**src/hdl/rp_pkg.sv**
```systemverilog
// analog data path shared definitions
// widths, sample and calibration types, static configuration
package rp_pkg;

  //////////////////////////////////////////////////////////
  // widths
  //////////////////////////////////////////////////////////

  // number of analog channels
  localparam int unsigned CHN = 2;
  // useful sample bits
  localparam int unsigned SMP_W = 14;
  // raw ADC pins, bits 15:2 carry the sample
  localparam int unsigned RAW_W = 16;
  // calibration gain width
  localparam int unsigned MUL_W = 16;
  // gain 16'h2000 is unity
  localparam int unsigned MUL_SHIFT = 13;

  //////////////////////////////////////////////////////////
  // sample types
  //////////////////////////////////////////////////////////

  // raw code as seen on the ADC pins
  typedef logic [RAW_W-1:0] raw_t;

  // signed two's complement sample
  typedef logic signed [SMP_W-1:0] smp_t;

  // one sample per channel, ch[0] and ch[1]
  typedef struct packed {
    smp_t [CHN-1:0] ch;
  } smp_pair_t;

  //////////////////////////////////////////////////////////
  // calibration and configuration
  //////////////////////////////////////////////////////////

  // gain and offset for one channel
  typedef struct packed {
    logic signed [MUL_W-1:0] mul;
    logic signed [SMP_W-1:0] sum;
  } cal_t;

  // per channel calibration set
  typedef struct packed {
    cal_t [CHN-1:0] ch;
  } cal_pair_t;

  // static settings, changed only while idle
  typedef struct packed {
    // acquisition side calibration
    cal_pair_t adc_cal;
    // generation side calibration
    cal_pair_t dac_cal;
    // digital loopback enable per channel
    logic [CHN-1:0] loop;
  } cfg_t;

endpackage

```
**src/hdl/adc_frontend.sv**
```systemverilog
`timescale 1ns/1ps
// ADC input stage: pin register, inverted offset binary to signed,
// and per channel digital loopback select
module adc_frontend import rp_pkg::*; (
  input  logic             adc_clk,
  input  logic             top_rst,
  // raw ADC codes
  input  raw_t [CHN-1:0]   adc_dat_i,
  // loopback control and data
  input  logic [CHN-1:0]   loop_i,
  input  smp_pair_t        loop_dat_i,
  // sample stream
  output smp_pair_t        smp_o,
  output logic             smp_vld_o
);

////////////////////////////////////////////////////////////
// input register and code conversion
////////////////////////////////////////////////////////////

// converted samples, one per channel
smp_t adc_smp [CHN];

// lowest raw bits are unused on a 14 bit converter
// MSB passes, the rest is inverted
always_ff @(posedge adc_clk) begin
  for (int i = 0; i < CHN; i++) begin
    adc_smp[i] <= {adc_dat_i[i][RAW_W-1], ~adc_dat_i[i][RAW_W-2:RAW_W-SMP_W]};
  end
end

////////////////////////////////////////////////////////////
// valid flag
////////////////////////////////////////////////////////////

// ADC never stops, data is valid from the first register load
always_ff @(posedge adc_clk, posedge top_rst) begin
  if (top_rst) begin
    smp_vld_o <= 1'b0;
  end else begin
    smp_vld_o <= 1'b1;
  end
end

////////////////////////////////////////////////////////////
// loopback multiplexer
////////////////////////////////////////////////////////////

// loop on: take calibrated DAC sample instead of the pins
always_comb begin
  for (int i = 0; i < CHN; i++) begin
    if (loop_i[i]) begin
      smp_o.ch[i] = loop_dat_i.ch[i];
    end else begin
      smp_o.ch[i] = adc_smp[i];
    end
  end
end

endmodule

```
**src/hdl/dac_backend.sv**
```systemverilog
`timescale 1ns/1ps
// DAC output stage: signed to inverted offset binary,
// both channels interleaved on one bus with channel select
module dac_backend import rp_pkg::*; (
  input  logic             adc_clk,
  input  logic             top_rst,
  // calibrated pair stream
  input  smp_pair_t        in_dat_i,
  input  logic             in_vld_i,
  output logic             in_rdy_o,
  // DAC bus
  output logic [SMP_W-1:0] dac_dat_o,
  output logic             dac_sel_o
);

// code of sample zero, mid scale
localparam logic [SMP_W-1:0] DAC_IDLE = {1'b0, {(SMP_W-1){1'b1}}};

// sign passes, magnitude bits inverted
function automatic logic [SMP_W-1:0] dac_code (input smp_t smp);
  return {smp[SMP_W-1], ~smp[SMP_W-2:0]};
endfunction

////////////////////////////////////////////////////////////
// phase and pair register
////////////////////////////////////////////////////////////

// high in the cycle before channel 0 goes out
logic      phase;
// last accepted pair, repeated when no new one comes
smp_pair_t hold;
logic      take;
// channel 0 for the next cycle
smp_t      ch0_nxt;

assign in_rdy_o = phase;
assign take     = phase & in_vld_i;
// fresh pair bypasses the hold register
assign ch0_nxt  = take ? in_dat_i.ch[0] : hold.ch[0];

////////////////////////////////////////////////////////////
// interleave
////////////////////////////////////////////////////////////

always_ff @(posedge adc_clk, posedge top_rst) begin
  if (top_rst) begin
    phase     <= 1'b0;
    hold      <= '0;
    dac_sel_o <= 1'b0;
    dac_dat_o <= DAC_IDLE;
  end else begin
    phase     <= ~phase;
    dac_sel_o <= phase;
    if (take) begin
      hold <= in_dat_i;
    end
    // sel high with channel 0, low with channel 1
    if (phase) begin
      dac_dat_o <= dac_code(ch0_nxt);
    end else begin
      dac_dat_o <= dac_code(hold.ch[1]);
    end
  end
end

////////////////////////////////////////////////////////////
// checks
////////////////////////////////////////////////////////////

// channel select alternates once out of reset
a_sel_toggle: assert property (@(posedge adc_clk) disable iff (top_rst)
  !$past(top_rst) && !$past(top_rst, 2) |-> dac_sel_o != $past(dac_sel_o));

endmodule

```
**src/hdl/lin_cal.sv**
```systemverilog
`timescale 1ns/1ps
// linear calibration of a channel pair, gain then offset with saturation
// two register stages, stalled together by downstream ready
module lin_cal import rp_pkg::*; #(
  // right shift after multiply, sets unity gain
  parameter int unsigned SFT = MUL_SHIFT
) (
  input  logic      adc_clk,
  input  logic      top_rst,
  // calibration set
  input  cal_pair_t cal_i,
  // input stream
  input  smp_pair_t in_dat_i,
  input  logic      in_vld_i,
  output logic      in_rdy_o,
  // output stream
  output smp_pair_t out_dat_o,
  output logic      out_vld_o,
  input  logic      out_rdy_i
);

////////////////////////////////////////////////////////////
// local types and limits
////////////////////////////////////////////////////////////

// full product width
localparam int unsigned PRD_W = SMP_W + MUL_W;
// one guard bit for the offset add
localparam int unsigned ACC_W = PRD_W + 1;

typedef logic signed [PRD_W-1:0] prd_t;
typedef logic signed [ACC_W-1:0] acc_t;

// output range of a signed sample
localparam acc_t SMP_MAX = acc_t'(2**(SMP_W-1) - 1);
localparam acc_t SMP_MIN = acc_t'(-(2**(SMP_W-1)));

// clip to sample range
function automatic smp_t sat (input acc_t val);
  smp_t res;
  if (val > SMP_MAX) begin
    res = smp_t'(SMP_MAX);
  end else if (val < SMP_MIN) begin
    res = smp_t'(SMP_MIN);
  end else begin
    res = smp_t'(val);
  end
  return res;
endfunction

////////////////////////////////////////////////////////////
// pipeline control
////////////////////////////////////////////////////////////

// advance when output slot is empty or being read
logic adv;
// stage 1 holds a product
logic st1_vld;

assign adv      = ~out_vld_o | out_rdy_i;
assign in_rdy_o = adv;

always_ff @(posedge adc_clk, posedge top_rst) begin
  if (top_rst) begin
    st1_vld   <= 1'b0;
    out_vld_o <= 1'b0;
  end else if (adv) begin
    st1_vld   <= in_vld_i;
    out_vld_o <= st1_vld;
  end
end

////////////////////////////////////////////////////////////
// stage 1: gain multiply
////////////////////////////////////////////////////////////

prd_t st1_prd [CHN];

// data only loads on a real transfer
always_ff @(posedge adc_clk) begin
  for (int i = 0; i < CHN; i++) begin
    if (adv && in_vld_i) begin
      st1_prd[i] <= $signed(in_dat_i.ch[i]) * $signed(cal_i.ch[i].mul);
    end
  end
end

////////////////////////////////////////////////////////////
// stage 2: shift, offset, saturate
////////////////////////////////////////////////////////////

acc_t acc [CHN];

// arithmetic shift keeps the sign
always_comb begin
  for (int i = 0; i < CHN; i++) begin
    acc[i] = acc_t'(st1_prd[i] >>> SFT) + acc_t'(cal_i.ch[i].sum);
  end
end

// output keeps last valid pair, loopback reads it
always_ff @(posedge adc_clk) begin
  for (int i = 0; i < CHN; i++) begin
    if (adv && st1_vld) begin
      out_dat_o.ch[i] <= sat(acc[i]);
    end
  end
end

////////////////////////////////////////////////////////////
// checks
////////////////////////////////////////////////////////////

// stalled output must not move
a_out_hold: assert property (@(posedge adc_clk) disable iff (top_rst)
  out_vld_o && !out_rdy_i |=> out_vld_o && $stable(out_dat_o));

endmodule

```
**src/hdl/rp_analog_top.sv**
```systemverilog
`timescale 1ns/1ps
// two channel analog data path in the ADC clock domain
// acquisition: pins, loopback, calibration; generation: calibration, DAC interleave
module rp_analog_top import rp_pkg::*; #(
  // calibration shift, unity gain is 1 << CAL_SFT
  parameter int unsigned CAL_SFT = MUL_SHIFT
) (
  input  logic             adc_clk,
  input  logic             top_rst,
  // ADC pins
  input  raw_t [CHN-1:0]   adc_dat_i,
  // static configuration
  input  cfg_t             cfg_i,
  // generator stream
  input  smp_pair_t        gen_dat_i,
  input  logic             gen_vld_i,
  output logic             gen_rdy_o,
  // acquisition stream
  output smp_pair_t        adc_dat_o,
  output logic             adc_vld_o,
  input  logic             adc_rdy_i,
  // DAC bus
  output logic [SMP_W-1:0] dac_dat_o,
  output logic             dac_sel_o
);

////////////////////////////////////////////////////////////
// local signals
////////////////////////////////////////////////////////////

// ADC samples after loopback mux
smp_pair_t adc_smp;
logic      adc_smp_vld;

// generator into DAC calibration
logic      gen_cal_vld;
logic      gen_cal_rdy;

// calibrated DAC pairs, also the loopback source
smp_pair_t dac_smp;
logic      dac_smp_vld;
logic      dac_rdy;

////////////////////////////////////////////////////////////
// acquisition path
////////////////////////////////////////////////////////////

adc_frontend adc_fe0 (
  .adc_clk    (adc_clk),
  .top_rst    (top_rst),
  .adc_dat_i  (adc_dat_i),
  .loop_i     (cfg_i.loop),
  .loop_dat_i (dac_smp),
  .smp_o      (adc_smp),
  .smp_vld_o  (adc_smp_vld)
);

// free running source, samples offered during a stall are dropped
lin_cal #(
  .SFT (CAL_SFT)
) adc_cal0 (
  .adc_clk   (adc_clk),
  .top_rst   (top_rst),
  .cal_i     (cfg_i.adc_cal),
  .in_dat_i  (adc_smp),
  .in_vld_i  (adc_smp_vld),
  .in_rdy_o  (),
  .out_dat_o (adc_dat_o),
  .out_vld_o (adc_vld_o),
  .out_rdy_i (adc_rdy_i)
);

////////////////////////////////////////////////////////////
// generation path
////////////////////////////////////////////////////////////

// pairs enter only in the DAC take phase
// so each one reaches the interleaver two cycles later, in phase again
assign gen_cal_vld = gen_vld_i & dac_rdy;
assign gen_rdy_o   = gen_cal_rdy & dac_rdy;

lin_cal #(
  .SFT (CAL_SFT)
) dac_cal0 (
  .adc_clk   (adc_clk),
  .top_rst   (top_rst),
  .cal_i     (cfg_i.dac_cal),
  .in_dat_i  (gen_dat_i),
  .in_vld_i  (gen_cal_vld),
  .in_rdy_o  (gen_cal_rdy),
  .out_dat_o (dac_smp),
  .out_vld_o (dac_smp_vld),
  .out_rdy_i (dac_rdy)
);

// one pair every two cycles onto the shared bus
dac_backend dac_be0 (
  .adc_clk   (adc_clk),
  .top_rst   (top_rst),
  .in_dat_i  (dac_smp),
  .in_vld_i  (dac_smp_vld),
  .in_rdy_o  (dac_rdy),
  .dac_dat_o (dac_dat_o),
  .dac_sel_o (dac_sel_o)
);

endmodule

```
**config.mk**
```make
export PLATFORM = sky130hd
export DESIGN_NAME = rp_analog_top
export DESIGN_NICKNAME = d
export VERILOG_FILES = /design/src/hdl/rp_pkg.sv /design/src/hdl/adc_frontend.sv /design/src/hdl/dac_backend.sv /design/src/hdl/lin_cal.sv /design/src/hdl/rp_analog_top.sv
export SDC_FILE = /design/constraint.sdc
export NUM_CORES = 2
export LEC_CHECK = 0
export ABC_AREA = 1
export BUFFER_PORTS_ARGS = -buffer_cell sky130_fd_sc_hd__buf_2
export CORE_UTILIZATION = 60
export DETAILED_ROUTE_END_ITERATION = 10
export PLACE_DENSITY_LB_ADDON = 0.08
export SLEW_MARGIN = 20
export SYNTH_ARGS = -nofsm -noshare
export SYNTH_HDL_FRONTEND = slang
export SYNTH_SLANG_ARGS = --single-unit
export TNS_END_PERCENT = 20
```
**constraint.sdc**
```tcl
create_clock -name adc_clk -period 8.35 [get_ports adc_clk]
set_input_delay 1.67 -clock adc_clk [delete_from_list [all_inputs] [get_ports adc_clk]]
set_output_delay 1.67 -clock adc_clk [all_outputs]
set_load 0.1 [all_outputs]
```
==> key figures <==
Worst setup path
  • Reg-to-reg slack, setup: 1.99 ns
  • Worst Path Max Fanout: 18
  • Critical Path Sink Type: flip-flop
  • Worst Setup Path Type: input port to flip-flop
  • Critical Path RT: between 8 and 9 ns
  • R2r startpoint: dac_cal0.out_dat_o[3]
  • Data arrival, critical path: 7.77 ns
  • Worst setup path start: cfg_i[1]
  • Worst setup SP type: input port
  • FF-to-FF End: adc_cal0.st1_prd[0][29]
  • Worst reg-to-reg path cell count: 23
  • CP Capture Point: adc_cal0.st1_prd[0][56]

Synth
  • Share of the synthesized area in the top cell type: 0.3845
  • Top cells by area, synth: fa_1, inv_1, nand2_1
  • Adder-cell share of the synthesized area: 0.4778
  • Post-synthesis simple-gate area fraction: 0.1815
  • Synthesized Nets: 7164
  • Post-synth EDFFs: around 120
  • Most frequent cell after synthesis: inv_1
  • Cells after Synth: 5762
  • Synth Area per Inst: about 7.9 µm²
  • Sequential element share of the synthesized area: 0.1212
  • Post-synthesis mux area share: 0.002853
  • Largest family of logic cells by synthesized area: adder cells
  • Cell area after synthesis: 0.04560 mm²
  • Top cell type by total area after synthesis: fa_1
  • Commonest cells in the synthesized netlist: inv_1, nand2_1, fa_1
  • Cell variety after synth: 54
  • YS warnings: 0
  • XOR/XNOR Fraction of Synth Area: 0.02497
  • Ys async rst share: 0.2438
  • Complex-gate fraction of the synthesized area: 0.04771
  • Post-synth top flop: edfxtp_1
  • Register bit total from synthesis: roughly 200

Route
  • Pre-antenna DRT Iters: 6
  • Overall via count from detail_route: around 36000
  • Routed Antenna Nets: 0
  • Iteration-0 DRC Markers: 2326
  • Avg WL per Cell: 16.08 µm
  • Post-Route WL: between 100 and 150 mm
  • Residual DRC count: 0
  • Via density: about 5.2

Timing
  • Relative slew slack: 0.3523
  • Clock skew: approximately 0.020 ns
  • Period utilization: 0.8919
  • Max Slew Vio Count: 0
  • Final setup TNS: 0 ns
  • Fmax: approximately 130 MHz
  • Finish-stage setup viols: 0
  • Final hold violation count: 0
  • Period minus WS final: roughly 7.4 ns
  • Hold WS: ~0.42 ns
  • RSZ-0062 raised after global routing: false
  • Least-Margin Pin Slew: roughly 0.96 ns

GRT
  • GR Util met3: 0.04178
  • GRT met1 Usage: 0.3984
  • Vias in the first global route: between 30000 and 40000
  • Met2 Resource Use GR: 0.5222
  • Grt ovf: 0
  • Busiest grt layer: met2
  • Largest net degree at the start of global routing: 57
  • Antenna violations before repair: 5
  • Total GRT Usage: 0.3024
  • First-pass GRT wire length: between 150 and 200 mm

Cells and area
  • Fillers: roughly 6700
  • Syn-to-layout area delta: 6.532%
  • Share of post-route cells with drive strength above 1: 0.06734
  • Fin area: roughly 0.049 mm²
  • Cell Count, Final, Fillers Out: 6910
  • Nets: ~7300

Floorplan
  • Die W: 277.7 µm
  • Die Ht: around 280 µm
  • Core area: 0.07482 mm²
  • DIE AREA: 0.07711 mm²
  • Effective utilization at floorplan: 0.6095
  • Row count: 100
  • Num ports: ~230

CTS
  • CTS max path bufs: 3
  • Clock Pin Slew Worst Setup and Hold Paths: about 0.06 ns
  • H-tree depth: 1
  • Clock Sinks: 201
  • Clock latency on the worst-skew pair: 0.56 ns
  • CTS tree: done
  • CTS buffer count: 25
  • Cts hold-fix bufs: 0
  • Post_cts resized: 0
  • Root Driver: clkbuf_16
  • Postcts setup bufs: 0

Run status
  • Outcome: finished, final reports clean

Worst hold path
  • Worst hold path type: flip-flop to flip-flop

Placement
  • Port Buffers: around 230
  • Placed cell count: about 6900
  • DP HPWL: between 90 and 100 mm
  • Gpl congestion: between 0.9 and 1
  • Placed cell area: approximately 0.048 mm²

Run
  • Max cap viols: 0
layer usage:
metal	vias up	wire, µm	part of all wire
li1	17130	-	-
met3	191	7650	0.069
met2	1103	54000	0.49
met4	6	3208	0.029
met1	17330	46230	0.42
met5	-	41	0.00037
logic make-up after synthesis:
family	count (synthesis)
AND/OR/NAND/NOR	2083
buffers and inverters	1731
adder cells (fa/ha/maj)	1216
AO/OA/AOI/OAI	387
flip-flops	201
XOR/XNOR	130
multiplexers	13
other	1
sequential cells by signal, summed over array words and instances, names as in the netlist:
| signal | cells |
|---|---|
| adc_cal0.out_dat_o | 28 |
| adc_cal0.out_vld_o | 1 |
| adc_cal0.st1_prd | 34 |
| adc_cal0.st1_vld | 1 |
| adc_fe0.adc_smp | 28 |
| adc_fe0.smp_vld_o | 1 |
| dac_be0.dac_dat_o | 14 |
| dac_be0.dac_sel_o | 1 |
| dac_be0.hold | 28 |
| dac_be0.in_rdy_o | 1 |
| dac_cal0.out_dat_o | 28 |
| dac_cal0.out_vld_o | 1 |
| dac_cal0.st1_prd | 34 |
| dac_cal0.st1_vld | 1 |
metrics by stage:
stage,setup slack [ns],util
floorplan,1.103,-
global placement,0.4579,0.6381
detailed placement,0.3925,0.6381
CTS,1.011,0.6493
global route,0.6325,0.6493
finish,0.9023,0.6493
cell usage in the layout (no fill, tap or decap), types with 8 or more instances in the layout:
| master | synthesis | final |
|---|---|---|
| a21o_1 | 18 | 18 |
| a21oi_1 | 164 | 163 |
| a31oi_1 | 13 | 13 |
| buf_2 | 6 | 226 |
| buf_4 | 4 | 55 |
| clkbuf_16 | 0 | 26 |
| clkinv_1 | 10 | 12 |
| dfrtp_1 | 36 | 36 |
| dfstp_2 | 13 | 13 |
| dfxtp_1 | 28 | 28 |
| edfxtp_1 | 124 | 124 |
| fa_1 | 876 | 876 |
| ha_1 | 340 | 340 |
| inv_1 | 1564 | 1563 |
| inv_2 | 8 | 8 |
| mux2i_1 | 13 | 13 |
| nand2_1 | 1381 | 1381 |
| nand2_2 | 20 | 20 |
| nand3_1 | 118 | 118 |
| nand4_1 | 34 | 34 |
| nor2_1 | 455 | 454 |
| nor3_1 | 33 | 33 |
| o21ai_0 | 131 | 131 |
| o21ai_1 | 9 | 9 |
| o21bai_1 | 18 | 18 |
| or2_2 | 15 | 15 |
| xnor2_1 | 55 | 55 |
| xor2_1 | 75 | 75 |
critical path: stages:
cell     delay, ns
buf_2         0.22
buf_4         0.22
o21ai_0       0.76
buf_4         0.31
nor2_1        0.08
fa_1          0.55
fa_1          0.43
fa_1          0.52
fa_1          0.43
fa_1          0.49
inv_1         0.06
fa_1          0.50
inv_1         0.04
ha_1          0.35
a21o_1        0.22
a31oi_1       0.29
o21ai_0       0.24
a21oi_1       0.21
nand2_1       0.08
nand2_1       0.05
nand2_1       0.04
layout make-up:
cell class	instances	area, µm²	share of cell area
multi-input cells	3830	33520	0.6901
inverters	1582	5939	0.1223
flip-flops and latches	201	5527	0.1138
repair buffers	281	1544	0.03178
well taps	969	1212	0.02496
clock buffers	31	689.4	0.01419
clock inverters	15	143.9	0.002962
diodes	1	2.502	0.00005151
worst min-delay path by stage:
stage,from,endpoint,slack [ns],depth (start not counted)
after floorplan,dac_be0.hold[14],dac_be0.dac_dat_o[0],0.39,1
after global routing,dac_be0.hold[26],dac_be0.dac_dat_o[12],0.45,1
after CTS,dac_be0.hold[24],dac_be0.dac_dat_o[10],0.43,1
after global placement,dac_be0.hold[24],dac_be0.dac_dat_o[10],0.40,1
final,dac_be0.hold[24],dac_be0.dac_dat_o[10],0.42,1
after detailed placement,dac_be0.hold[24],dac_be0.dac_dat_o[10],0.41,1
Power is not shown: default switching activity piles up to over one toggle a cycle in this logic, so the estimate is an artifact.
